--- config.mk ---
export PLATFORM = sky130hd
export DESIGN_NAME = regfile
export DESIGN_NICKNAME = d
export VERILOG_FILES = /design/src/hdl/riscv_pkg.sv /design/src/hdl/regfile.sv
export SDC_FILE = /design/constraint.sdc
export NUM_CORES = 2
export LEC_CHECK = 0
export BUFFER_PORTS_ARGS = -buffer_cell sky130_fd_sc_hd__buf_2
export CAP_MARGIN = 20
export CORE_ASPECT_RATIO = 0.6
export CORE_MARGIN = 2
export CORE_UTILIZATION = 45
export CTS_CLUSTER_SIZE = 20
export DETAILED_ROUTE_END_ITERATION = 7
export SETUP_SLACK_MARGIN = 0.1
export SYNTH_ARGS = -nofsm -noshare
export SYNTH_HDL_FRONTEND = slang
export SYNTH_SLANG_ARGS = --single-unit
--- constraint.sdc ---
create_clock -name clk -period 6.4 [get_ports clk]
set_clock_uncertainty 0.05 [all_clocks]
set_input_delay 0.64 -clock clk [delete_from_list [all_inputs] [get_ports clk]]
set_output_delay 0.64 -clock clk [all_outputs]
set_load 0.01 [all_outputs]
--- src/hdl/riscv_pkg.sv ---
package riscv_pkg;

	localparam int XLEN = 32;		// Integer register width
	localparam int REG_ADDR_W = 5;	// x0..x31

	// Major opcodes, inst[6:0]
	typedef enum logic [6:0] {
		OPC_LUI    = 7'b0110111,
		OPC_AUIPC  = 7'b0010111,
		OPC_JAL    = 7'b1101111,
		OPC_JALR   = 7'b1100111,
		OPC_BRANCH = 7'b1100011,
		OPC_LOAD   = 7'b0000011,
		OPC_STORE  = 7'b0100011,
		OPC_OP_IMM = 7'b0010011,
		OPC_OP     = 7'b0110011
	} opcode_e;

	// Conditional branch kinds, inst[14:12]
	typedef enum logic [2:0] {
		F3_BEQ  = 3'b000,
		F3_BNE  = 3'b001,
		F3_BLT  = 3'b100,
		F3_BGE  = 3'b101,
		F3_BLTU = 3'b110,
		F3_BGEU = 3'b111
	} branch_f3_e;

	// ALU funct3 for OP and OP-IMM
	localparam logic [2:0] F3_ADD_SUB = 3'b000;	// SUB only on OP with inst[30]
	localparam logic [2:0] F3_SLL     = 3'b001;
	localparam logic [2:0] F3_SLT     = 3'b010;
	localparam logic [2:0] F3_SLTU    = 3'b011;
	localparam logic [2:0] F3_XOR     = 3'b100;
	localparam logic [2:0] F3_SRL_SRA = 3'b101;	// inst[30] picks arithmetic
	localparam logic [2:0] F3_OR      = 3'b110;
	localparam logic [2:0] F3_AND     = 3'b111;

	localparam logic [XLEN-1:0] NOP_INST = 32'h0000_0013;	// addi x0, x0, 0

endpackage

--- src/hdl/regfile.sv ---
module regfile (
	input  logic clk,
	input  logic rst_n,
	input  logic [riscv_pkg::REG_ADDR_W-1:0] rs_a,
	input  logic [riscv_pkg::REG_ADDR_W-1:0] rs_b,
	input  logic wb_we,
	input  logic [riscv_pkg::REG_ADDR_W-1:0] wb_rd,
	input  logic [riscv_pkg::XLEN-1:0] wb_data,
	output logic [riscv_pkg::XLEN-1:0] rf_a,
	output logic [riscv_pkg::XLEN-1:0] rf_b
);
	import riscv_pkg::*;

	logic [XLEN-1:0] regs [2**REG_ADDR_W];	// regs[0] never written
	logic wr_live;

	assign wr_live = wb_we && (wb_rd != '0);

	always_ff @(posedge clk) begin
		if (!rst_n) begin
			for (int i = 0; i < 2**REG_ADDR_W; i++) regs[i] <= '0;
		end else if (wr_live) begin
			regs[wb_rd] <= wb_data;
		end
	end

	// Same-cycle write shows through on reads
	assign rf_a = (wr_live && wb_rd == rs_a) ? wb_data : regs[rs_a];
	assign rf_b = (wr_live && wb_rd == rs_b) ? wb_data : regs[rs_b];

endmodule

==> results.sh <==
export IMPL_status="finished clean"
export IMPL_grt_pass1_vias=32570
export IMPL_drc=0
export IMPL_grt_most_used_layer="met1"
export IMPL_avgViaCountPerCell=6.542
export IMPL_cts_sinks=1024
export IMPL_synth_cell_area_um2=53610
export IMPL_initial_utilization_pct=45.17
export IMPL_hp_class="primary input to flip-flop"
export IMPL_syn_area_per_cell_um2=15.32
export IMPL_cp_slowest_cell="nand3b_1"
export IMPL_cp_num_cells=7
export IMPL_ys_seq_area_share_pct=57.35
export IMPL_dr_pass1_iters=5
export IMPL_cts_made_buffers=101
export IMPL_drtAntennaViolNets=0
export IMPL_rsz0062_at_grt="no"
export IMPL_cts_root_buf="clkbuf_16"
export IMPL_finalWeightedCongestion=0.8541
export IMPL_vias=33860
export IMPL_grt_overflow_total=0
export IMPL_drive_gt1_share_pct=27.05
export IMPL_largest_register_ffs=1024
export IMPL_core_um2=118700
export IMPL_ys_types=38
export IMPL_top_regs="regs x1024"
export IMPL_wl_mm=184.5
export IMPL_grt_pass1_wl_mm=256.6
export IMPL_io_pins=114
export IMPL_holdPathStages=2
export IMPL_cts_resized_gates=0
export IMPL_setup_viol=0
export IMPL_power_leakage_nw=19.84
export IMPL_synth_warnings=0
export IMPL_post_route_min_period_ns=4.258
export IMPL_nets=3537
export IMPL_synthToLayoutAreaGrowth_pct=11.20
export IMPL_required_ns=5.71
export IMPL_cts_hold_buffers=0
export IMPL_clkSlewWorstSetupHoldPaths_ns=0.07
export IMPL_async_flop_share_pct=0
export IMPL_cts_tree="done"
export IMPL_use_met2_pct=42.21
export IMPL_synth_ff_type="edfxtp_1"
export IMPL_clock_path_buffers=3
export IMPL_rows=98
export IMPL_cap_violations=0
export IMPL_grt_met1_usage_pct=45.07
export IMPL_worstMarginPinSlew_ns=1.226
export IMPL_grt_start_max_net_pins=85
export IMPL_fmax_ghz=0.2348
export IMPL_grt_antenna_before_repair=24
export IMPL_cp_arrival_ns=3.57
export IMPL_cpMostUsedCell="buf_2"
export IMPL_dp_hpwl_mm=118.5
export IMPL_final_cell_mix="1024 x edfxtp_1, 992 x and2_1, 508 x mux4_2, 248 x o22ai_1, 113 x buf_4"
export IMPL_relSlewSlack_pct=18.04
export IMPL_wl_per_cell_um=35.66
export IMPL_tns_ns=0
export IMPL_die_area_um2=122000
export IMPL_cpPeakStageDelay_ns=0.92
export IMPL_synth_seq_cells=1024
export IMPL_cts_setup_buffers=0
export IMPL_fin_crit_sh_pct=66.54
export IMPL_grt_usage_pct=30.13
export IMPL_crit_path_end="rf_b[22]"
export IMPL_critPathLaunchType="primary input"
export IMPL_port_buffers=113
export IMPL_max_flop_register="regs"
export IMPL_critical_path_class="primary input to output pin"
export IMPL_ir_worst_vdd_mv=0.2044
export IMPL_hold_ws_ns=0.4724
export IMPL_path_max_fanout=17
export IMPL_synth_edff_count=1024
export IMPL_worstPathCellList="buf_2 > nand3b_1 > buf_4 > o22ai_1 > or4_1 > o21ai_0 > buf_2"
export IMPL_final_core_util_pct=50.23
export IMPL_powerDensity_nw_per_um2=262.6
export IMPL_mostFrequentLayoutCell="edfxtp_1"
export IMPL_use_met3_pct=9.601
export IMPL_syn_inst=3499
export IMPL_worst_path_buf_inv=3
export IMPL_drv_slew=0
export IMPL_htree_levels=3
export IMPL_end_kind="output pin"
export IMPL_crit_family="simple AND/OR/NAND/NOR gates"
export IMPL_dieHeight_um=271.4
export IMPL_die_w_um=449.6
export IMPL_startpoint="rs_b[3]"
export IMPL_hold_viol=0
export IMPL_drtIter0Drc=5709
synth_stat cells (2+ instances only):
library cell	count	area, um^2
edfxtp_1	1024	30750
and2_1	992	6206
mux4_2	508	11440
clkbuf_1	266	998.5
o22ai_1	248	1551
o21ai_0	93	465.5
nand2_1	70	262.8
or4_1	64	480.5
buf_2	61	305.3
buf_4	46	345.3
nor2_1	35	131.4
mux2i_1	11	110.1
buf_1	10	37.54
nand3b_1	10	75.07
nand3_1	9	45.04
clkbuf_2	6	30.03
xnor2_1	6	52.55
or3b_2	4	35.03
xor2_1	4	35.03
buf_6	3	33.78
nor2_2	3	18.77
nor2b_1	3	18.77
nor4_1	3	18.77
nand2b_1	2	12.51
nand4_1	2	12.51
nand4b_1	2	17.52
o2111a_1	2	22.52
or3_1	2	12.51
per-stage QoR:
step / cell area, um^2 / setup slack [ns] / cells / power (mW)
final: 59620 / 2.142 / 5175 / 15.66
after floorplan: 53730 / 1.691 / 3530 / 9.164
after detailed placement: 56450 / 2.161 / 4983 / 9.917
after global placement: 56240 / 2.135 / 4974 / 9.885
after CTS: 59560 / 2.160 / 5163 / 15.68
after global routing: 59610 / 2.027 / 5171 / 16.06
where the power goes:
part / total [mW] / leakage [nW] / internal [mW] / switching (mW)
clock: 5.84 / 1.52 / 3.17 / 2.67
sequential: 7.94 / 9.75 / 7.75 / 0.186
combinational: 1.88 / 8.57 / 0.773 / 1.11
worst min path at each step:
| stage | startpoint | end | slack (ns) |
|---|---|---|---|
| global route | wb_data[19] | regs[12][19] | 0.48 |
| global placement | wb_data[30] | regs[29][30] | 1.23 |
| floorplan | wb_data[31] | regs[1][31] | 0.79 |
| detailed placement | wb_data[19] | regs[30][19] | 1.22 |
| finish | wb_data[30] | regs[17][30] | 0.47 |
| CTS | wb_data[19] | regs[12][19] | 0.43 |
layer usage:
layer	vias up	routed length [um]
met5	-	202
met4	12	5192
met2	2260	77860
li1	13580	-
met3	288	24740
met1	17720	76520
cell type report:
class / instances / area, um^2
sequential: 1024 / 30750
antenna: 11 / 27.53
clock inverter: 54 / 465.4
fill: 9788 / 59080
multi-input combinational: 2113 / 21830
tap: 1600 / 2002
inverter: 1 / 3.754
timing repair buffer: 246 / 1892
clock buffer: 126 / 2643
cells by family (layout without fill, tap and decap cells):
logic type | after synthesis | count (layout) | share of synthesized area, %
multiplexers | 519 | 519 | 21.55
AO/OA/AOI/OAI | 348 | 348 | 3.904
buffers and inverters | 393 | 427 | 3.272
AND/OR/NAND/NOR | 1204 | 1204 | 13.75
flip-flops | 1024 | 1024 | 57.35
other | 1 | 43 | 0.006995
XOR/XNOR | 10 | 10 | 0.1634
Note: power is estimated with default switching activity, not from simulation.
