`src/hdl/riscv_pkg.sv`:
```
package riscv_pkg;

	localparam int XLEN = 32;		// Integer register width
	localparam int REG_ADDR_W = 5;	// x0..x31

	// Major opcodes, inst[6:0]
	typedef enum logic [6:0] {
		OPC_LUI    = 7'b0110111,
		OPC_AUIPC  = 7'b0010111,
		OPC_JAL    = 7'b1101111,
		OPC_JALR   = 7'b1100111,
		OPC_BRANCH = 7'b1100011,
		OPC_LOAD   = 7'b0000011,
		OPC_STORE  = 7'b0100011,
		OPC_OP_IMM = 7'b0010011,
		OPC_OP     = 7'b0110011
	} opcode_e;

	// Conditional branch kinds, inst[14:12]
	typedef enum logic [2:0] {
		F3_BEQ  = 3'b000,
		F3_BNE  = 3'b001,
		F3_BLT  = 3'b100,
		F3_BGE  = 3'b101,
		F3_BLTU = 3'b110,
		F3_BGEU = 3'b111
	} branch_f3_e;

	// ALU funct3 for OP and OP-IMM
	localparam logic [2:0] F3_ADD_SUB = 3'b000;	// SUB only on OP with inst[30]
	localparam logic [2:0] F3_SLL     = 3'b001;
	localparam logic [2:0] F3_SLT     = 3'b010;
	localparam logic [2:0] F3_SLTU    = 3'b011;
	localparam logic [2:0] F3_XOR     = 3'b100;
	localparam logic [2:0] F3_SRL_SRA = 3'b101;	// inst[30] picks arithmetic
	localparam logic [2:0] F3_OR      = 3'b110;
	localparam logic [2:0] F3_AND     = 3'b111;

	localparam logic [XLEN-1:0] NOP_INST = 32'h0000_0013;	// addi x0, x0, 0

endpackage

```
`src/hdl/core_pkg.sv`:
```
package core_pkg;

	localparam int PC_W = 12;			// 4 KiB instruction space
	localparam int DMEM_ADDR_W = 11;	// Word address into data memory
	localparam int DMEM_WORDS = 2048;

	typedef enum logic [3:0] {
		ALU_ADD, ALU_SUB, ALU_SLL, ALU_SLT, ALU_SLTU,
		ALU_XOR, ALU_SRL, ALU_SRA, ALU_OR, ALU_AND
	} alu_op_e;

	// Write-back source
	typedef enum logic [1:0] {WB_PC4, WB_ALU, WB_IMM, WB_LOAD} wb_sel_e;

	// Same code as the load/store funct3
	typedef enum logic [2:0] {
		MEM_B  = 3'b000,
		MEM_H  = 3'b001,
		MEM_W  = 3'b010,
		MEM_BU = 3'b100,
		MEM_HU = 3'b101
	} mem_size_e;

	typedef enum logic [2:0] {IMM_I, IMM_S, IMM_B, IMM_U, IMM_J} imm_sel_e;

	// Where an ID operand comes from
	typedef enum logic [1:0] {FWD_NONE, FWD_EXE, FWD_MEM, FWD_WB} fwd_src_e;

endpackage

```
`src/hdl/hazard_unit.sv`:
```
module hazard_unit (
	input  logic [riscv_pkg::REG_ADDR_W-1:0] rs_a,
	input  logic [riscv_pkg::REG_ADDR_W-1:0] rs_b,
	input  logic uses_a,
	input  logic uses_b,
	input  logic jump_taken,
	input  logic branch_taken,
	input  logic [riscv_pkg::REG_ADDR_W-1:0] exe_rd,
	input  logic exe_we,
	input  logic exe_is_load,
	input  logic [riscv_pkg::REG_ADDR_W-1:0] mem_rd,
	input  logic mem_we,
	input  logic [riscv_pkg::REG_ADDR_W-1:0] wb_rd,
	input  logic wb_we,
	output core_pkg::fwd_src_e fwd_a,
	output core_pkg::fwd_src_e fwd_b,
	output logic stall_if_id,
	output logic bubble_id_exe,
	output logic flush_if_id,
	output logic flush_id_exe
);
	import riscv_pkg::*;
	import core_pkg::*;

	logic load_use;

	// Youngest writer wins, x0 is never forwarded
	function automatic fwd_src_e pick_src(input logic [REG_ADDR_W-1:0] rs, input logic used);
		if (!used || rs == '0) return FWD_NONE;
		if (exe_we && exe_rd == rs) return FWD_EXE;
		if (mem_we && mem_rd == rs) return FWD_MEM;
		if (wb_we && wb_rd == rs) return FWD_WB;
		return FWD_NONE;
	endfunction

	always_comb begin
		fwd_a = pick_src(rs_a, uses_a);
		fwd_b = pick_src(rs_b, uses_b);
	end

	// Load data only exists in MEM, so hold ID one cycle
	assign load_use = exe_is_load && exe_we && (exe_rd != '0) &&
		((uses_a && rs_a == exe_rd) || (uses_b && rs_b == exe_rd));

	assign stall_if_id = load_use;
	assign bubble_id_exe = load_use;	// NOP into EXE while ID holds
	assign flush_if_id = branch_taken || (jump_taken && !load_use);
	assign flush_id_exe = branch_taken;	// Two younger slots die on a taken branch

endmodule

```
`config.mk`:
```
export PLATFORM = sky130hd
export DESIGN_NAME = hazard_unit
export DESIGN_NICKNAME = d
export VERILOG_FILES = /design/src/hdl/riscv_pkg.sv /design/src/hdl/core_pkg.sv /design/src/hdl/hazard_unit.sv
export SDC_FILE = /design/constraint.sdc
export NUM_CORES = 1
export LEC_CHECK = 0
export BUFFER_PORTS_ARGS = -buffer_cell sky130_fd_sc_hd__buf_2
export CORE_AREA = 2 2 39 41
export DETAILED_ROUTE_END_ITERATION = 10
export DIE_AREA = 0 0 41 43
export PLACE_DENSITY = 0.88
export SLEW_MARGIN = 20
export SYNTH_ARGS = -nofsm -noshare
export SYNTH_HDL_FRONTEND = slang
export SYNTH_SLANG_ARGS = --single-unit
```
`constraint.sdc`:
```
create_clock -name vclk -period 4.85
set_input_delay 0.97 -clock vclk [all_inputs]
set_output_delay 0.97 -clock vclk [all_outputs]
set_load 0.01 [all_outputs]
```
==> summary.txt <==
Run status
  • Status: finished, final reports clean

STA
  • Setup_tns: 0 ns
  • Slew of the pin with the lowest slew margin: 0.290 ns
  • Period Utilization, post-route: 0.657
  • Normalized max-slew margin: 0.806
  • Period minus WS final: 3.19 ns
  • Final Hold Vio Count: 0
  • Final Slew Violations: 0
  • # setup viols final: 0
  • FMAX: 314 MHz
  • Unrepaired setup endpoints after global routing: no

Synth
  • Compound-gate portion of the synthesized area: 0.156
  • YS warnings: 0
  • Post-synthesis mux area share: 0
  • Synth unique cells: 23
  • Cells after synthesis: 64
  • Syn Nets: 97
  • Post-Synth XOR/XNOR Area: 0.494
  • Largest family of logic cells by synthesized area: XOR/XNOR gates
  • Avg Inst Size Synth: 7.76 um^2
  • Synth Area in Adders: 0
  • Post-Synth Simple-Gate Area: 0.305
  • Post-Syn Area: 497 um^2
  • Register area share after synthesis: 0

Final layout
  • Area Growth Syn to Fin: 42.3%
  • N_diodes: 0
  • Layout Nets: 138
  • Fill cell count: 143
  • Clock buffer cells: 0
  • Seq_cells: 0
  • Most frequent cells in the layout: 41 x buf_2, 20 x xor2_1, 8 x xnor2_1
  • Commonest non-fill, non-tap cell in the layout: buf_2
  • Area occupied by multi-input gates: 474 um^2
  • Fraction of layout cells with a size suffix above 1: 0.437
  • Final core utilization: 0.511
  • Register area: 0 um^2

Route
  • Vias/cell: 5.17
  • WL/cell: 12.0 um
  • Initial DRC Count: 5
  • Antenna Nets Post-Route: 0
  • Router iterations before antenna repair: 4
  • Final WL: 1420 um
  • Residual DRC: 0
  • Routed vias: 615

Setup path
  • CP Capture Type: output port
  • Cell mode on critical path: buf_2
  • Critical path data required time: 3.88 ns
  • Critical Path Max Stage Delay: 0.31 ns
  • Max FO, Critical Path: 4
  • Critical path data arrival time: 2.22 ns
  • Startpoint types: primary input
  • Worst path slowest cell: nor4_2
  • Critical path class: primary input to output port
  • Crit-path cells: buf_2 > xor2_1 > nor4_2 > nand3_1 > nor2b_1 > a211oi_1 > buf_2

Clock tree
  • Post-CTS Hold Buffers: 0
  • Resize count post-CTS: 0
  • Post-CTS setup buffer count: 0

Power and ir drop
  • Power per cell area: 79.5 mW/mm^2
  • Static Leak: 0.330 nW
  • Peak supply drop: 0.0340 mV

Place
  • DP HPWL: 1270 um
  • Final Wtd Congestion: 0.833
  • PortBufs: 41

Global route
  • Initial antenna violation count: 0
  • GRT Total Usage: 0.178
  • Pin count of the biggest net entering global routing: 6
  • Total grt overflow: 0
  • First-pass GRT wire length: 2330 um
  • Vias in the first global route: 604

Floorplanning
  • Row cnt: 14
  • Die ar.: 0.00176 mm^2
  • # IOs: 41
  • Core area: 0.00138 mm^2
  • Vert. Die Dim: 43 um
  • Starting Density: 0.359
  • Die width: 41 um

Worst hold path
  • Hold Path Class: primary input to output port

Flow run
  • MaxCap Viol Count: 0
## final timing paths
| check | from | to | slack, ns | cells after the start |
|---|---|---|---|---|
| max | rs_b[2] | fwd_b[1] | 1.66 | 7 |
| min | branch_taken | flush_id_exe | 2.15 | 2 |
## area by class of cell
| cell class | count | area share |
|---|---|---|
| tap | 16 | 0.0283 |
| timing repair buffer | 41 | 0.290 |
| inverter | 2 | 0.0106 |
| multi-input combinational | 60 | 0.671 |
## worst max-delay path: cells and delay by family
family,cells,cell delay (ns)
AND/OR/NAND/NOR,3,0.59
buffers and inverters,2,0.30
AO/OA/AOI/OAI,1,0.19
XOR/XNOR,1,0.17
## metrics by stage
step                instance area (um^2)  cells  hold WS [ns]  setup WS (ns)  total power [mW]
floorplan                            497     64          2.02           1.75            0.0284
global placement                     707    119          2.15           1.68            0.0543
detailed placement                   707    119          2.15           1.65            0.0560
CTS                                  707    119          2.15           1.65            0.0562
global route                         707    119          2.18           1.57            0.0621
finish                               707    119          2.15           1.66            0.0562
## report_power, final
| part | switching [mW] | total [mW] | leakage (nW) | internal [mW] |
|---|---|---|---|---|
| Clock | 0 | 0 | 0 | 0 |
| Combinational | 0.0294 | 0.0562 | 0.330 | 0.0268 |
| Sequential | 0 | 0 | 0 | 0 |
## cells by family (layout without fill, tap and decap cells)
family / Yosys count / in the layout
XOR/XNOR: 28 / 28
AND/OR/NAND/NOR: 22 / 22
AO/OA/AOI/OAI: 10 / 10
buffers and inverters: 4 / 43
## cells in the mapped netlist
cell type / count / area [um^2]
nor4_4: 1 / 21.3
buf_4: 2 / 15.0
a22oi_2: 1 / 12.5
or3_1: 1 / 6.26
xor2_1: 20 / 175
nand2_1: 1 / 3.75
nor4_1: 3 / 18.8
nand4_1: 1 / 6.26
nor3_2: 1 / 10.0
nor2b_1: 2 / 12.5
xnor2_1: 8 / 70.1
a22oi_1: 2 / 15.0
and3_1: 2 / 12.5
o22a_1: 1 / 8.76
or4_1: 3 / 22.5
o21ai_0: 2 / 10.0
a211oi_1: 2 / 15.0
nor4_2: 1 / 12.5
nand3_1: 2 / 10.0
inv_1: 2 / 7.51
nor2_1: 4 / 15.0
o22ai_1: 1 / 6.26
a221o_1: 1 / 10.0
## metal layers
layer / up-vias / routed length (um) / global-route usage
met1: 277 / 577 / 0.203
met4: 0 / 0 / 0.0133
met3: 0 / 120 / 0
li1: 312 / - / -
met5: - / 0 / 0
met2: 26 / 725 / 0.350
(Power assumes the default switching activity.)
