===== config.mk =====
export PLATFORM = sky130hd
export DESIGN_NAME = fetch_stage
export DESIGN_NICKNAME = d
export VERILOG_FILES = /design/src/hdl/riscv_pkg.sv /design/src/hdl/core_pkg.sv /design/src/hdl/fetch_stage.sv
export SDC_FILE = /design/constraint.sdc
export NUM_CORES = 1
export LEC_CHECK = 0
export ABC_AREA = 1
export BUFFER_PORTS_ARGS = -buffer_cell sky130_fd_sc_hd__buf_2
export CAP_MARGIN = 40
export CORE_ASPECT_RATIO = 0.6
export CORE_UTILIZATION = 46
export CTS_CLUSTER_SIZE = 10
export DETAILED_ROUTE_END_ITERATION = 10
export PLACE_DENSITY_LB_ADDON = 0.08
export SLEW_MARGIN = 10
export SYNTH_ARGS = -nofsm -noshare
export SYNTH_HDL_FRONTEND = slang
export SYNTH_SLANG_ARGS = --single-unit

===== constraint.sdc =====
create_clock -name clk -period 1.45 [get_ports clk]
set_input_delay 0.0725 -clock clk [delete_from_list [all_inputs] [get_ports clk]]
set_output_delay 0.0725 -clock clk [all_outputs]
set_load 0.01 [all_outputs]

===== src/hdl/riscv_pkg.sv =====
package riscv_pkg;

	localparam int XLEN = 32;		// Integer register width
	localparam int REG_ADDR_W = 5;	// x0..x31

	// Major opcodes, inst[6:0]
	typedef enum logic [6:0] {
		OPC_LUI    = 7'b0110111,
		OPC_AUIPC  = 7'b0010111,
		OPC_JAL    = 7'b1101111,
		OPC_JALR   = 7'b1100111,
		OPC_BRANCH = 7'b1100011,
		OPC_LOAD   = 7'b0000011,
		OPC_STORE  = 7'b0100011,
		OPC_OP_IMM = 7'b0010011,
		OPC_OP     = 7'b0110011
	} opcode_e;

	// Conditional branch kinds, inst[14:12]
	typedef enum logic [2:0] {
		F3_BEQ  = 3'b000,
		F3_BNE  = 3'b001,
		F3_BLT  = 3'b100,
		F3_BGE  = 3'b101,
		F3_BLTU = 3'b110,
		F3_BGEU = 3'b111
	} branch_f3_e;

	// ALU funct3 for OP and OP-IMM
	localparam logic [2:0] F3_ADD_SUB = 3'b000;	// SUB only on OP with inst[30]
	localparam logic [2:0] F3_SLL     = 3'b001;
	localparam logic [2:0] F3_SLT     = 3'b010;
	localparam logic [2:0] F3_SLTU    = 3'b011;
	localparam logic [2:0] F3_XOR     = 3'b100;
	localparam logic [2:0] F3_SRL_SRA = 3'b101;	// inst[30] picks arithmetic
	localparam logic [2:0] F3_OR      = 3'b110;
	localparam logic [2:0] F3_AND     = 3'b111;

	localparam logic [XLEN-1:0] NOP_INST = 32'h0000_0013;	// addi x0, x0, 0

endpackage


===== src/hdl/core_pkg.sv =====
package core_pkg;

	localparam int PC_W = 12;			// 4 KiB instruction space
	localparam int DMEM_ADDR_W = 11;	// Word address into data memory
	localparam int DMEM_WORDS = 2048;

	typedef enum logic [3:0] {
		ALU_ADD, ALU_SUB, ALU_SLL, ALU_SLT, ALU_SLTU,
		ALU_XOR, ALU_SRL, ALU_SRA, ALU_OR, ALU_AND
	} alu_op_e;

	// Write-back source
	typedef enum logic [1:0] {WB_PC4, WB_ALU, WB_IMM, WB_LOAD} wb_sel_e;

	// Same code as the load/store funct3
	typedef enum logic [2:0] {
		MEM_B  = 3'b000,
		MEM_H  = 3'b001,
		MEM_W  = 3'b010,
		MEM_BU = 3'b100,
		MEM_HU = 3'b101
	} mem_size_e;

	typedef enum logic [2:0] {IMM_I, IMM_S, IMM_B, IMM_U, IMM_J} imm_sel_e;

	// Where an ID operand comes from
	typedef enum logic [1:0] {FWD_NONE, FWD_EXE, FWD_MEM, FWD_WB} fwd_src_e;

endpackage


===== src/hdl/fetch_stage.sv =====
module fetch_stage (
	input  logic clk,
	input  logic rst_n,
	input  logic stall_if_id,
	input  logic flush_if_id,
	input  logic jump_taken,
	input  logic [core_pkg::PC_W-1:0] jump_target,
	input  logic branch_taken,
	input  logic [core_pkg::PC_W-1:0] branch_target,
	input  logic [riscv_pkg::XLEN-1:0] imem_inst,
	output logic [core_pkg::PC_W-1:0] imem_addr,
	output logic [core_pkg::PC_W-1:0] id_pc,
	output logic [core_pkg::PC_W-1:0] id_pc4,
	output logic [riscv_pkg::XLEN-1:0] id_inst
);
	import riscv_pkg::*;
	import core_pkg::*;

	logic [PC_W-1:0] pc;
	logic [PC_W-1:0] pc4;
	logic [PC_W-1:0] pc_next;

	assign imem_addr = pc;			// ROM answers in the same cycle
	assign pc4 = pc + PC_W'(4);

	// Branch from EXE is older, so it beats a jump from ID
	always_comb begin
		if (branch_taken) pc_next = branch_target;
		else if (stall_if_id) pc_next = pc;		// Jump waits out the load-use stall
		else if (jump_taken) pc_next = jump_target;
		else pc_next = pc4;
	end

	always_ff @(posedge clk) begin
		if (!rst_n) pc <= '0;
		else pc <= pc_next;
	end

	// IF/ID register
	always_ff @(posedge clk) begin
		if (!rst_n || flush_if_id) begin
			id_inst <= NOP_INST;	// Squashed slot
		end else if (!stall_if_id) begin
			id_inst <= imem_inst;
		end
	end

	always_ff @(posedge clk) begin
		if (!stall_if_id) begin
			id_pc <= pc;
			id_pc4 <= pc4;
		end
	end

endmodule


==> results_dict.tcl <==
set metrics [dict create \
    ys_ff_latch 66 \
    grt_pass1_vias 2322 \
    maxCapViolCount 0 \
    grt_pass1_wl_um 11000 \
    avgSynthCellArea_um2 8.51 \
    initial_utilization 0.482 \
    via_per_inst 4.68 \
    worstSetupStartpointType "input pin" \
    slowest_delay_ps 560 \
    timing.final.ws_setup_ps 42.2 \
    coreArea_um2 5620 \
    yosys_warnings 0 \
    slew_headroom 0.757 \
    cts_root_buf "clkbuf_8" \
    syn_nets 381 \
    gp_congestion 0.811 \
    dpl_cell_area_um2 3400 \
    wl_per_cell_um 13.1 \
    firstDrtPassIters 5 \
    tightest_slew_ps 365 \
    final_area_um2 4010 \
    seq_area_um2 1550 \
    clk_latency_ps 340 \
    clock_path_buffers 2 \
    path_clk_slew_ps 70 \
    dp_worst_setup_slack_ps 94.1 \
    die_h_um 61.4 \
    min_period_ps 1410 \
    max_freq_mhz 710 \
    cpLargestDelayFamily "buffers and inverters" \
    outcome "finished clean" \
    slew_viol_final 0 \
    grt_max_degree 33 \
    cts_num_sinks 66 \
    die_w_um 101 \
    met1_usage 0.321 \
    area_delta_synth_final_pct 48.0 \
    final-setup-viol-count 0 \
    place_inst 517 \
    rsz0062_at_grt "false" \
    nFillCells 460 \
    cts_tree "built" \
    final_util 0.713 \
    antenna_found_initial 0 \
    synthXorXnorAreaFrac 0.00647 \
    cp-end-kind "flip-flop" \
    crit_path_cell_trace "dlygate4sd3_1, buf_2, inv_4, nor2_4, nand3_1, dlygate4sd3_1" \
    drc 0 \
    min_from "branch_target[2]" \
    p_leak_uw 0.00192 \
    vdd_drop_max_mv 0.535 \
    postSynthCellCount 318 \
    cts_htree_levels 3 \
    wirelength_um 7480 \
    required_ps 1670 \
    synth_fa_ha_area_frac 0.00462 \
    drt-initial-drc-count 117 \
    grt_overflow 0 \
    multi_input_area_um2 973 \
    path_common_cell "dlygate4sd3_1" \
    worstHoldPathType "in -> reg" \
    synth_top_family_by_area "simple AND/OR/NAND/NOR gates" \
    cts_buffers 9 \
    powerDensity_nw_per_um2 1060 \
    layout.nets 548 \
    drive_above_1_share 0.355 \
    layout.cells.non_filler 570 \
    synth_simple_gate_area_share 0.235 \
    crit_type "in -> reg" \
    met2_usage 0.379 \
    dpl.hpwl_um 4890 \
    detail-route-antenna-nets 0 \
    final.setup.tns_ps 0 \
    synthMuxAreaShare 0 \
    vias 2666 \
    grt_use_met3 0.0897 \
    grt.total_usage 0.244 \
    hold_violations 0 \
    synth.distinct_cells 27 \
    io_buffers 129 \
    crit_start "rst_n" \
    diodes 0 \
    rows 21 \
    post-route-period-util 0.971 \
    worst_path_max_delay_cell "dlygate4sd3_1" \
    rr_startpoint "imem_addr[2]" \
    grt.busiest_layer "met2" \
    cp_max_fo 11 \
    synth-seq-area-share 0.569 \
    cts_setup_buffers 0 \
    io_pins 130 \
    syn_area_um2 2710 \
    fp.dieArea_um2 6210 \
    fin_skew_ps 6.58 \
    path_buf_inv 4 \
    synth_compound_area_frac 0.105 \
    arrival_ps 1630 \
]
-- final cells by class --
class,instances,area share
inverters,26,0.0256
clock inverters,4,0.0122
flip-flops and latches,66,0.387
clock buffers,12,0.0390
well taps,80,0.0250
repair buffers,174,0.268
multi-input cells,208,0.243
-- flip-flops by register name (all words and copies together), names as in the netlist --
signal     cells
id_pc4        10
id_inst       32
id_pc         12
imem_addr     12
-- through the flow --
stage / power [uW] / hold slack (ps)
floorplan: 2370 / 170
global placement: 2590 / 284
detailed placement: 2600 / 291
CTS: 4240 / 2.75
global route: 4430 / 2.30
finish: 4230 / 3.78
-- cells in the mapped netlist, drive strengths merged --
cell         count  area share
a21oi           37       0.073
a31oi            3      0.0069
buf             13       0.033
clkbuf           4      0.0055
dfxtp           44        0.33
dlygate4sd1      1      0.0032
edfxtp          22        0.24
ha               1      0.0046
inv             26       0.037
nand2          109        0.15
nand3           13       0.026
nand4            3      0.0069
nor2            26       0.046
o211ai           2      0.0055
o21ai           11       0.020
or2              1      0.0023
xor2             2      0.0065
-- path summary, 6_finish.rpt --
| path | end | slack (ps) | cells past startpoint |
|---|---|---|---|
| max reg2reg | imem_addr[10] | 110 | 8 |
| min reg2reg | id_inst[30] | 460 | 2 |
| min | imem_addr[2] | 4 | 3 |
| max | id_inst[1] | 40 | 6 |
-- cells by family (layout without fill, tap and decap cells) --
group,Yosys count,count (layout)
AOI/OAI and AO/OA,53,53
xor gates and xnor gates,2,2
adders and majority gates,1,1
buffers and inverters,44,216
DFF,66,66
and+or+nand+nor,152,152
-- timing repair --
action	in CTS	in global routing
resized for setup	0	11
hold buffers	36	1
endpoints found under the hold margin	34	1
setup endpoints to repair	0	7
-- worst reg2reg max path, stage by stage (launching register included) --
cell and delay [ps]:
dfxtp_4 390, ha_4 140, nand2_2 90, nor2_4 170
nand3_1 90, nand2_1 80, nand3_1 70, a21oi_1 160
nor2_1 50
-- placed cells by master, fill, tap and decap left out, types with 3 or more instances in the layout --
| cell type | count |
|---|---|
| buf_4 | 8 |
| nand2_2 | 3 |
| o21ai_0 | 8 |
| dfxtp_1 | 41 |
| nor2_1 | 21 |
| dlygate4sd3_1 | 37 |
| inv_1 | 21 |
| o21ai_1 | 3 |
| nand2_1 | 106 |
| nand3_1 | 12 |
| a21oi_2 | 4 |
| a31oi_1 | 3 |
| edfxtp_1 | 22 |
| nand4_1 | 3 |
| nor2_4 | 4 |
| inv_2 | 3 |
| buf_2 | 129 |
| a21oi_1 | 33 |
| clkbuf_8 | 9 |
-- per-layer routing --
metal,share of wire,vias to the layer above
met5,0,-
met4,0.011,0
met3,0.068,10
met2,0.44,106
met1,0.48,1191
li1,-,1359
-- report_power, final --
part | switching, uW | total, uW | internal [uW]
Sequential | 58.9 | 2070 | 2010
Combinational | 308 | 581 | 272
Clock | 684 | 1580 | 897
Total | 1050 | 4230 | 3180
(Power assumes the default switching activity.)
