===== src/hdl/riscv_pkg.sv =====
package riscv_pkg;

	localparam int XLEN = 32;		// Integer register width
	localparam int REG_ADDR_W = 5;	// x0..x31

	// Major opcodes, inst[6:0]
	typedef enum logic [6:0] {
		OPC_LUI    = 7'b0110111,
		OPC_AUIPC  = 7'b0010111,
		OPC_JAL    = 7'b1101111,
		OPC_JALR   = 7'b1100111,
		OPC_BRANCH = 7'b1100011,
		OPC_LOAD   = 7'b0000011,
		OPC_STORE  = 7'b0100011,
		OPC_OP_IMM = 7'b0010011,
		OPC_OP     = 7'b0110011
	} opcode_e;

	// Conditional branch kinds, inst[14:12]
	typedef enum logic [2:0] {
		F3_BEQ  = 3'b000,
		F3_BNE  = 3'b001,
		F3_BLT  = 3'b100,
		F3_BGE  = 3'b101,
		F3_BLTU = 3'b110,
		F3_BGEU = 3'b111
	} branch_f3_e;

	// ALU funct3 for OP and OP-IMM
	localparam logic [2:0] F3_ADD_SUB = 3'b000;	// SUB only on OP with inst[30]
	localparam logic [2:0] F3_SLL     = 3'b001;
	localparam logic [2:0] F3_SLT     = 3'b010;
	localparam logic [2:0] F3_SLTU    = 3'b011;
	localparam logic [2:0] F3_XOR     = 3'b100;
	localparam logic [2:0] F3_SRL_SRA = 3'b101;	// inst[30] picks arithmetic
	localparam logic [2:0] F3_OR      = 3'b110;
	localparam logic [2:0] F3_AND     = 3'b111;

	localparam logic [XLEN-1:0] NOP_INST = 32'h0000_0013;	// addi x0, x0, 0

endpackage


===== src/hdl/core_pkg.sv =====
package core_pkg;

	localparam int PC_W = 12;			// 4 KiB instruction space
	localparam int DMEM_ADDR_W = 11;	// Word address into data memory
	localparam int DMEM_WORDS = 2048;

	typedef enum logic [3:0] {
		ALU_ADD, ALU_SUB, ALU_SLL, ALU_SLT, ALU_SLTU,
		ALU_XOR, ALU_SRL, ALU_SRA, ALU_OR, ALU_AND
	} alu_op_e;

	// Write-back source
	typedef enum logic [1:0] {WB_PC4, WB_ALU, WB_IMM, WB_LOAD} wb_sel_e;

	// Same code as the load/store funct3
	typedef enum logic [2:0] {
		MEM_B  = 3'b000,
		MEM_H  = 3'b001,
		MEM_W  = 3'b010,
		MEM_BU = 3'b100,
		MEM_HU = 3'b101
	} mem_size_e;

	typedef enum logic [2:0] {IMM_I, IMM_S, IMM_B, IMM_U, IMM_J} imm_sel_e;

	// Where an ID operand comes from
	typedef enum logic [1:0] {FWD_NONE, FWD_EXE, FWD_MEM, FWD_WB} fwd_src_e;

endpackage


===== src/hdl/execute_stage.sv =====
module execute_stage (
	input  logic clk,
	input  logic rst_n,
	input  logic [riscv_pkg::XLEN-1:0] op_a,
	input  logic [riscv_pkg::XLEN-1:0] op_b,
	input  logic [riscv_pkg::XLEN-1:0] store_data,
	input  logic [riscv_pkg::XLEN-1:0] exe_imm,
	input  logic [riscv_pkg::REG_ADDR_W-1:0] exe_rd,
	input  logic exe_we,
	input  core_pkg::alu_op_e exe_alu_op,
	input  core_pkg::wb_sel_e exe_wb_sel,
	input  core_pkg::mem_size_e exe_mem_size,
	input  logic exe_is_store,
	input  logic exe_is_branch,
	input  riscv_pkg::branch_f3_e exe_branch_f3,
	input  logic [core_pkg::PC_W-1:0] exe_branch_target,
	input  logic [core_pkg::PC_W-1:0] exe_pc4,
	output logic [riscv_pkg::XLEN-1:0] exe_fwd_data,
	output logic exe_is_load,
	output logic branch_taken,
	output logic [core_pkg::PC_W-1:0] branch_target,
	output logic [3:0] dm_be,
	output logic [riscv_pkg::XLEN-1:0] dm_wdata,
	output logic [core_pkg::DMEM_ADDR_W-1:0] dm_addr,
	output logic [riscv_pkg::REG_ADDR_W-1:0] mem_rd,
	output logic mem_we,
	output core_pkg::wb_sel_e mem_wb_sel,
	output core_pkg::mem_size_e mem_mem_size,
	output logic [riscv_pkg::XLEN-1:0] mem_alu,
	output logic [riscv_pkg::XLEN-1:0] mem_imm,
	output logic [core_pkg::PC_W-1:0] mem_pc4
);
	import riscv_pkg::*;
	import core_pkg::*;

	logic [XLEN-1:0] alu_res;
	logic eq;
	logic lt;
	logic ltu;
	logic cond;
	logic [3:0] be;

	// Compare flags straight off the operands
	assign eq = (op_a == op_b);
	assign lt = ($signed(op_a) < $signed(op_b));
	assign ltu = (op_a < op_b);

	always_comb begin
		case (exe_alu_op)
			ALU_SUB:  alu_res = op_a - op_b;
			ALU_SLL:  alu_res = op_a << op_b[4:0];
			ALU_SLT:  alu_res = XLEN'(lt);
			ALU_SLTU: alu_res = XLEN'(ltu);
			ALU_XOR:  alu_res = op_a ^ op_b;
			ALU_SRL:  alu_res = op_a >> op_b[4:0];
			ALU_SRA:  alu_res = $signed(op_a) >>> op_b[4:0];
			ALU_OR:   alu_res = op_a | op_b;
			ALU_AND:  alu_res = op_a & op_b;
			default:  alu_res = op_a + op_b;	// Also address and AUIPC sums
		endcase
	end

	always_comb begin
		case (exe_branch_f3)
			F3_BEQ:  cond = eq;
			F3_BNE:  cond = !eq;
			F3_BLT:  cond = lt;
			F3_BGE:  cond = !lt;
			F3_BLTU: cond = ltu;
			F3_BGEU: cond = !ltu;
			default: cond = 1'b0;
		endcase
	end

	assign branch_taken = exe_is_branch && cond;	// Predicted not taken
	assign branch_target = exe_branch_target;		// Computed back in ID

	// Loads are not ready here, hazard unit stalls on them
	assign exe_is_load = (exe_wb_sel == WB_LOAD);
	assign exe_fwd_data = (exe_wb_sel == WB_PC4) ? XLEN'(exe_pc4) :
		(exe_wb_sel == WB_IMM) ? exe_imm : alu_res;

	// Store lane steering
	always_comb begin
		case (exe_mem_size)
			MEM_B: begin
				be = 4'b0001 << alu_res[1:0];
				dm_wdata = {4{store_data[7:0]}};
			end
			MEM_H: begin
				be = alu_res[1] ? 4'b1100 : 4'b0011;
				dm_wdata = {2{store_data[15:0]}};
			end
			default: begin
				be = 4'b1111;
				dm_wdata = store_data;
			end
		endcase
	end

	assign dm_be = exe_is_store ? be : 4'b0000;
	assign dm_addr = alu_res[DMEM_ADDR_W+1:2];	// Written at the edge that ends EXE

	// EXE/MEM register
	always_ff @(posedge clk) begin
		if (!rst_n) begin
			mem_rd <= '0;
			mem_we <= 1'b0;
			mem_wb_sel <= WB_ALU;
			mem_mem_size <= MEM_W;
		end else begin
			mem_rd <= exe_rd;
			mem_we <= exe_we;
			mem_wb_sel <= exe_wb_sel;
			mem_mem_size <= exe_mem_size;
		end
	end

	always_ff @(posedge clk) begin
		mem_alu <= alu_res;
		mem_imm <= exe_imm;
		mem_pc4 <= exe_pc4;
	end

endmodule


===== config.mk =====
export PLATFORM = sky130hd
export DESIGN_NAME = execute_stage
export DESIGN_NICKNAME = d
export VERILOG_FILES = /design/src/hdl/riscv_pkg.sv /design/src/hdl/core_pkg.sv /design/src/hdl/execute_stage.sv
export SDC_FILE = /design/constraint.sdc
export NUM_CORES = 1
export LEC_CHECK = 0
export CAP_MARGIN = 25
export CORE_MARGIN = 2
export CORE_UTILIZATION = 40
export CTS_CLUSTER_DIAMETER = 120
export DETAILED_ROUTE_END_ITERATION = 8
export DONT_BUFFER_PORTS = 1
export MAX_ROUTING_LAYER = met4
export PLACE_DENSITY = 0.55
export SYNTH_ARGS = -nofsm -noshare
export SYNTH_HDL_FRONTEND = slang
export SYNTH_SLANG_ARGS = --single-unit
export TNS_END_PERCENT = 10

===== constraint.sdc =====
create_clock -name clk -period 8.3 [get_ports clk]
set_clock_uncertainty 0.05 [all_clocks]
set_input_delay 1.66 -clock clk [delete_from_list [all_inputs] [get_ports clk]]
set_output_delay 1.66 -clock clk [all_outputs]
set_load 0.01 [all_outputs]

==> results.md, run 1 <==
- H-tree levels: 3
- First-pass DRT Iterations: 6
- Final nets: 1704
- CTS Buf Count: 9
- Antenna-violating nets left: 0
- Hold Path Class: in2reg
- Power per cell area: 128 nW/µm²
- Worst-margin pin slew: 1010 ps
- Pre-CTS WS: 1680 ps
- Clk slew on worst S/H paths: 60 ps
- Post-route setup slack: 1620 ps
- Status: complete, no violations
- Startpoint types: primary input
- Starting DRC count in detailed routing: 1164
- ANT cells: 0
- Core area: just over 30000 µm²
- GPL Wtd Cong: about 0.97
- Avg Cell Area, Syn: 7.91 µm²
- Root buffer cell: clkbuf_16
- Routed wire length: 49200 µm
- DRC: 0
- Sw Pwr: about 630 µW
- Grt ovf: 0
- Initial antenna violation count: 0
- Vias: 12100
- First-pass GRT wire length: approximately 73000 µm
- Reg power frac: 31.6%
- Crit Path Category: in2out
- Starting Density: about two fifths
- Worst Path Max Fanout: 12
- Sw Ratio: 40.0%
- CTS resizes: 0
- Average wire per standard cell: about 27 µm
- Hold WS: 1290 ps
- Leakage dissipation: 5.07 nW
- Setup violators final: 0
- TritonCTS clock tree: built
- Internal: 949 µW
- Pins Over Slew Limit: 0
- Site Rows: 64
- Hold buffers post-CTS: 0
- Post-layout util: 40.8%
- Synth warnings: 0
- CTS max path bufs: 2
- Async SR Flop Fraction: 0%
- Flops & latches, synth: 87
- Post-route minimum period: around 6700 ps
- Gate Count Post-Synth: 1557
- Hpwl dp: 38700 µm
- Number of max-cap violations: 0
- Comb pwr share: roughly 45%
- Crit share post-route: 80.5%
- VDD IR max: 98.8 µV
- RSZ-0062 raised after global routing: false
- Ranking of synthesized cells by area: dfxtp_1, mux4_2, ha_1
- Number of synthesized flops with an enable pin: 0
- Hold Violations, Final: 0
- PortBufs: 0
- Post-synth top area cell: dfxtp_1
- Synth Cell Area: around 12000 µm²
- Max Clk Rate: approximately 0.15 GHz
- Setup TNS: 0 ps
- Netlist cell types: 98
- Total track usage: 30.1%
- Vias in the first global route: 11400
- Die height: roughly 180 µm
- Synth Flop Type: dfxtp_1
- Relative slew slack: 32.2%
- Postcts setup bufs: 0
- Critical Path End Type: primary output
- Sequential-to-total area share from yosys stat: 14.1%
- Clock Power Share: roughly a quarter
- Die width: 180 µm
- Arr. time, crit path: 4970 ps
- Worst Path Required: 6590 ps
- I/O pin cnt: ~350
- Post-Syn Nets: 1830
- Via/cell ratio: ~6.6
- Largest net degree at the start of global routing: 90
- Layout cells sized above 1: 12.2%
- Post-synth top area share: 14.1%
- Synth-to-layout area growth: 0.670%
- Clock sink total: 87
- Die Area: 32200 µm²
cells in the final DEF (no fill, tap or decap), drive strengths merged, types with 10 or more instances in the layout:
cell type	instances
nor2	140
a21oi	128
nand2	126
inv	108
ha	97
dfxtp	87
o21ai	83
mux2i	63
mux4	58
nor3	41
mux2	36
a21o	26
a211oi	26
nand3	25
and2	24
o211ai	24
a221oi	23
o31ai	22
buf	18
nor4	16
a31oi	16
nand2b	15
a22o	13
nand4	12
o221ai	12
o2111ai	11
a221o	11
clkbuf	11
a211o	10
o21bai	10
cell usage after synthesis (all sizes together) (25+ instances only):
cell type	count
ha	97
dfxtp	87
mux2	36
inv	106
mux2i	63
a21o	26
a21oi	128
buf	93
o21ai	83
clkbuf	62
mux4	58
nor2	140
nor3	41
nand3	25
nand2	126
a211oi	26
metal layers:
metal / global-route usage (%) / part of all wire (%) / wire (µm) / up-vias
li1: - / - / - / 5491
met1: 41.7 / 44 / 21700 / 5976
met2: 45.4 / 45 / 22100 / 610
met3: 4.36 / 8.1 / 3980 / 67
met4: 8.91 / 3.0 / 1460 / 0
met5: - / 0 / 0 / -
sequential cells by signal, indices dropped and copies added, names as in the netlist:
| name | cells |
|---|---|
| mem_alu | 32 |
| mem_imm | 32 |
| mem_mem_size | 3 |
| mem_pc4 | 12 |
| mem_rd | 5 |
| mem_wb_sel | 2 |
| mem_we | 1 |
through the flow:
stage | instances | area [µm²] | power (mW)
floorplan | 1557 | 12300 | 1.08
global placement | 1814 | 12100 | 1.21
detailed placement | 1815 | 12100 | 1.21
CTS | 1831 | 12400 | 1.58
global route | 1832 | 12400 | 1.67
finish | 1832 | 12400 | 1.58
layout make-up:
class | count | area [µm²]
clock buffer | 11 | 243
clock inverter | 5 | 40.0
fill | 3211 | 18000
inverter | 107 | 402
multi-input combinational | 1208 | 9350
sequential | 87 | 1740
tap | 396 | 495
timing repair buffer | 18 | 133
logic make-up (layout without fill, tap and decap cells):
family	Yosys count	after routing	synth area share (%)
AOI/OAI and AO/OA	501	501	28.8
xor gates and xnor gates	7	7	0.498
adders and majority gates	99	99	10.2
buffers and inverters	262	141	10.0
DFF	87	87	14.1
muxes	157	157	19.1
and+or+nand+nor	444	444	17.2
worst max-delay path, cell delays in order:
cell	delay [ps]
inv_1	30
ha_1	490
nand2b_1	190
a211oi_1	80
a211o_1	350
nor4_4	350
a211oi_2	180
o21ai_2	270
a21oi_1	200
o31ai_2	860
o21ba_1	300
final timing paths:
| check | startpoint | slack (ps) | cells after the start | end |
|---|---|---|---|---|
| worst max-delay path | op_b[9] | 1620 | 11 | dm_be[3] |
| worst min-delay path | exe_imm[2] | 1290 | 0 | mem_imm[2] |
power by group through the flow:
stage / clock network, mW / logic [mW] / registers (mW)
finish: 0.371 / 0.712 / 0.501
global route: 0.397 / 0.765 / 0.504
CTS: 0.381 / 0.699 / 0.502
detailed placement: 0 / 0.696 / 0.511
global placement: 0 / 0.694 / 0.512
floorplan: 0 / 0.581 / 0.504
No activity file was read; power rests on OpenSTA's default activity.
==> run 2: changes to the inputs <==
--- a/config.mk
+++ b/config.mk
@@ -5,6 +5,7 @@
 export SDC_FILE = /design/constraint.sdc
 export NUM_CORES = 1
 export LEC_CHECK = 0
+export ABC_AREA = 1
 export CAP_MARGIN = 25
 export CORE_MARGIN = 2
 export CORE_UTILIZATION = 40
==> constraint.sdc (replaced) <==
create_clock -name clk -period 6.7 [get_ports clk]
set_clock_uncertainty 0.05 [all_clocks]
set_input_delay 1.34 -clock clk [delete_from_list [all_inputs] [get_ports clk]]
set_output_delay 1.34 -clock clk [all_outputs]
set_load 0.01 [all_outputs]
==> run 2 against run 1 <==
  * Cell area increased by 2.7%
  * Worst setup slack got worse by 880 ps
  * Die area increased by 2.5%
  * Non-clock buffer count decreased by 5
  * Combinational power increased by 31%
  * Synthesized cell count increased by 43%
  * Flip-flop and latch count unchanged
  * Hold slack got worse by 350 ps
  * Core utilization decreased by 0.065 points
  * First-iteration DRC count increased by 47%
  * Power increased by 31%
  * Highest routed layer unchanged
  * Final cell count increased by 38%
==> results.md, run 2 <==
- Status: complete, no violations
- Hpwl dp: 52000 µm (+35%)
- CTS Buf Count: 9 (unchanged)
- Largest family of logic cells by synthesized area: simple AND/OR/NAND/NOR gates
- Number of synthesized flops with an enable pin: 0 (unchanged)
- I/O pin cnt: 354 (unchanged)
- Max Clk Rate: 0.168 GHz
- Worst-margin pin slew: 976 ps (-31.5 ps)
- Initial antenna violation count: 2 (+2)
- Arr. time, crit path: 4570 ps (-400 ps)
- Netlist cell types: 60 (-39%)
- Final nets: 2399 (+41%)
- DRC: 0 (unchanged)
- Synth warnings: 0 (unchanged)
- Synth Area in Simple Gates: 42.5% (+25 points)
- Flops & latches, synth: 87 (unchanged)
- Pins Over Slew Limit: 0 (unchanged)
- Bufs and invs on worst path: 1 (unchanged)
- Top-count cell post-synth: nand2_1
- Power per cell area: 162 nW/µm² (+27%)
- Grt ovf: 0 (unchanged)
- Die height: 182 µm (+1.2%)
- Root buffer cell: clkbuf_16
- Area share of xor/xnor cells in the synthesized design: 0.555% (+0.057 points)
- Starting DRC count in detailed routing: 1706 (+47%)
- Ranking of synthesized cells by area: nand2_1, dfxtp_1, nand3_1
- Synth-to-layout area growth: 0.871%
- Site Rows: 65 (+1.6%)
- Most frequent cells in the layout: nand2_1, nand3_1, inv_1
- Total track usage: 38.4% (+8.4 points)
- Leakage dissipation: 6.43 nW (+27%)
- CTS max path bufs: 2 (unchanged)
- Synth Area in Adders: 9.92% (-0.25 points)
- Worst Path Max Fanout: 67 (+55)
- Synth Area in Compound Gates: 19.1% (-9.7 points)
- Routed wire length: 63400 µm (+29%)
- Pre-CTS WS: 1050 ps (-632 ps)
- Async SR Flop Fraction: 0% (unchanged)
- Most common cell after layout, fill and taps aside: nand2_1
- Synth Flop Type: dfxtp_1
- Critical Path End Type: primary output
- Largest net degree at the start of global routing: 68 (-24%)
- Vias in the first global route: 13700 (+20%)
- Post-route minimum period: 5960 ps
- RSZ-0062 raised after global routing: false
- First-pass GRT wire length: 91200 µm (+24%)
- Setup violators final: 0 (unchanged)
- PortBufs: 0 (unchanged)
- First-pass DRT Iterations: 6 (unchanged)
- Fill count: 3606 (+12%)
- Commonest cells in the netlist: nand2_1, nand3_1, inv_1
- Avg Cell Area, Syn: 5.66 µm² (-28%)
- Post-synth top area cell: nand2_1
- Via/cell ratio: 5.89 (-11%)
- Vias: 14900 (+23%)
- Largest stage delay, worst path: 550 ps (-310 ps)
- Setup TNS: 0 ps (unchanged)
- Dpl cells: 2517 (+39%)
- Hold Path Class: in2reg
- Starting Density: 40.3% (-0.15 points)
- Clk slew on worst S/H paths: 80 ps (+20 ps)
- CTS resizes: 0 (unchanged)
- Worst-path cell chain: inv_2, ha_1, a21oi_1, o21ai_1, a21oi_1, o21bai_1, a21oi_1, o21ai_0, nand3_1, nand2_1, nand2_1
- Post-synth top area share: 21.4% (+7.3 points)
- Die Area: 33000 µm² (+2.5%)
- Crit Path Category: in2out
- Number of max-cap violations: 0 (unchanged)
- Gate Count Post-Synth: 2231 (+43%)
- H-tree levels: 3 (unchanged)
- Post-layout util: 40.7% (-0.065 points)
- Worst path slowest cell: o21ai_1
- Worst Path Required: 5310 ps (-1280 ps)
- Clock sink total: 87 (unchanged)
- Relative slew slack: 34.3% (+2.1 points)
- VDD IR max: 117 µV (+19%)
- CP top delay family: compound AO/OA/AOI/OAI gates
- Postcts setup bufs: 0 (unchanged)
- Synth Cell Area: 12600 µm² (+2.5%)
- Core area: 31300 µm² (+2.9%)
- Average wire per standard cell: 25.0 µm (-6.9%)
- GPL Wtd Cong: 1.00 (+2.8%)
- Post-route setup slack: 743 ps (-879 ps)
- Sequential-to-total area share from yosys stat: 13.8% (-0.35 points)
- TritonCTS clock tree: built
- Multiplexer share of the synthesized area: 0.0792% (-19 points)
- Layout cells sized above 1: 6.10% (-6.1 points)
- Biggest regs: mem_alu: 32 flops, mem_imm: 32 flops, mem_pc4: 12 flops
- Crit share post-route: 88.9%
- Die width: 182 µm (+1.2%)
- Post-Syn Nets: 2504 (+37%)
- Hold buffers post-CTS: 0 (unchanged)
- CP most frequent cell: a21oi_1
- Antenna-violating nets left: 0 (unchanged)
- Fin cells: 2537 (+38%)
- Hold Violations, Final: 0 (unchanged)
- Startpoint types: primary input
-- run 2: cell families after synthesis --
logic type      Yosys count
simple gates           1245
compound gates          408
buf+inv                 383
fa+ha+maj                99
flops                    87
xor+xnor                  8
mux                       1
-- run 2: worst paths after layout --
| kind | start | end | slack, ps | cells past startpoint |
|---|---|---|---|---|
| min | exe_imm[12] | mem_imm[12] | 940 | 0 |
| max | op_b[1] | exe_fwd_data[11] | 740 | 11 |
-- run 2: power by group --
| part | switching, mW | leakage (nW) | internal, mW | total [mW] |
|---|---|---|---|---|
| Sequential | 0.0475 | 0.732 | 0.569 | 0.616 |
| Combinational | 0.676 | 5.55 | 0.257 | 0.933 |
| Clock | 0.254 | 0.143 | 0.263 | 0.517 |
| Total | 0.978 | 6.43 | 1.09 | 2.07 |
-- run 2: per-layer routing --
| metal | GRT usage, % | up-vias | part of all wire, % |
|---|---|---|---|
| met1 | 48.2 | 6895 | 41 |
| li1 | - | 7062 | - |
| met3 | 6.86 | 128 | 9.0 |
| met4 | 19.4 | 0 | 5.5 |
| met2 | 59.4 | 856 | 44 |
| met5 | - | - | 0 |
-- run 2: cell type report --
| class | count | area (µm²) | area share [%] |
|---|---|---|---|
| multi-input cells | 1761 | 9120 | 71.6 |
| flip-flops and latches | 87 | 1740 | 13.7 |
| inverters | 254 | 956 | 7.50 |
| well taps | 402 | 503 | 3.95 |
| clock buffers | 9 | 225 | 1.77 |
| repair buffers | 13 | 110 | 0.864 |
| clock inverters | 7 | 72.6 | 0.570 |
| diodes | 4 | 10.0 | 0.0786 |
-- run 2: per-stage QoR --
step / total power [mW] / hold slack, ps / instance area (µm²)
after floorplan: 1.31 / 1320 / 12600
after global placement: 1.54 / 1320 / 12400
after detailed placement: 1.53 / 1320 / 12400
after CTS: 2.06 / 936 / 12700
after global routing: 2.18 / 929 / 12700
final: 2.07 / 942 / 12700
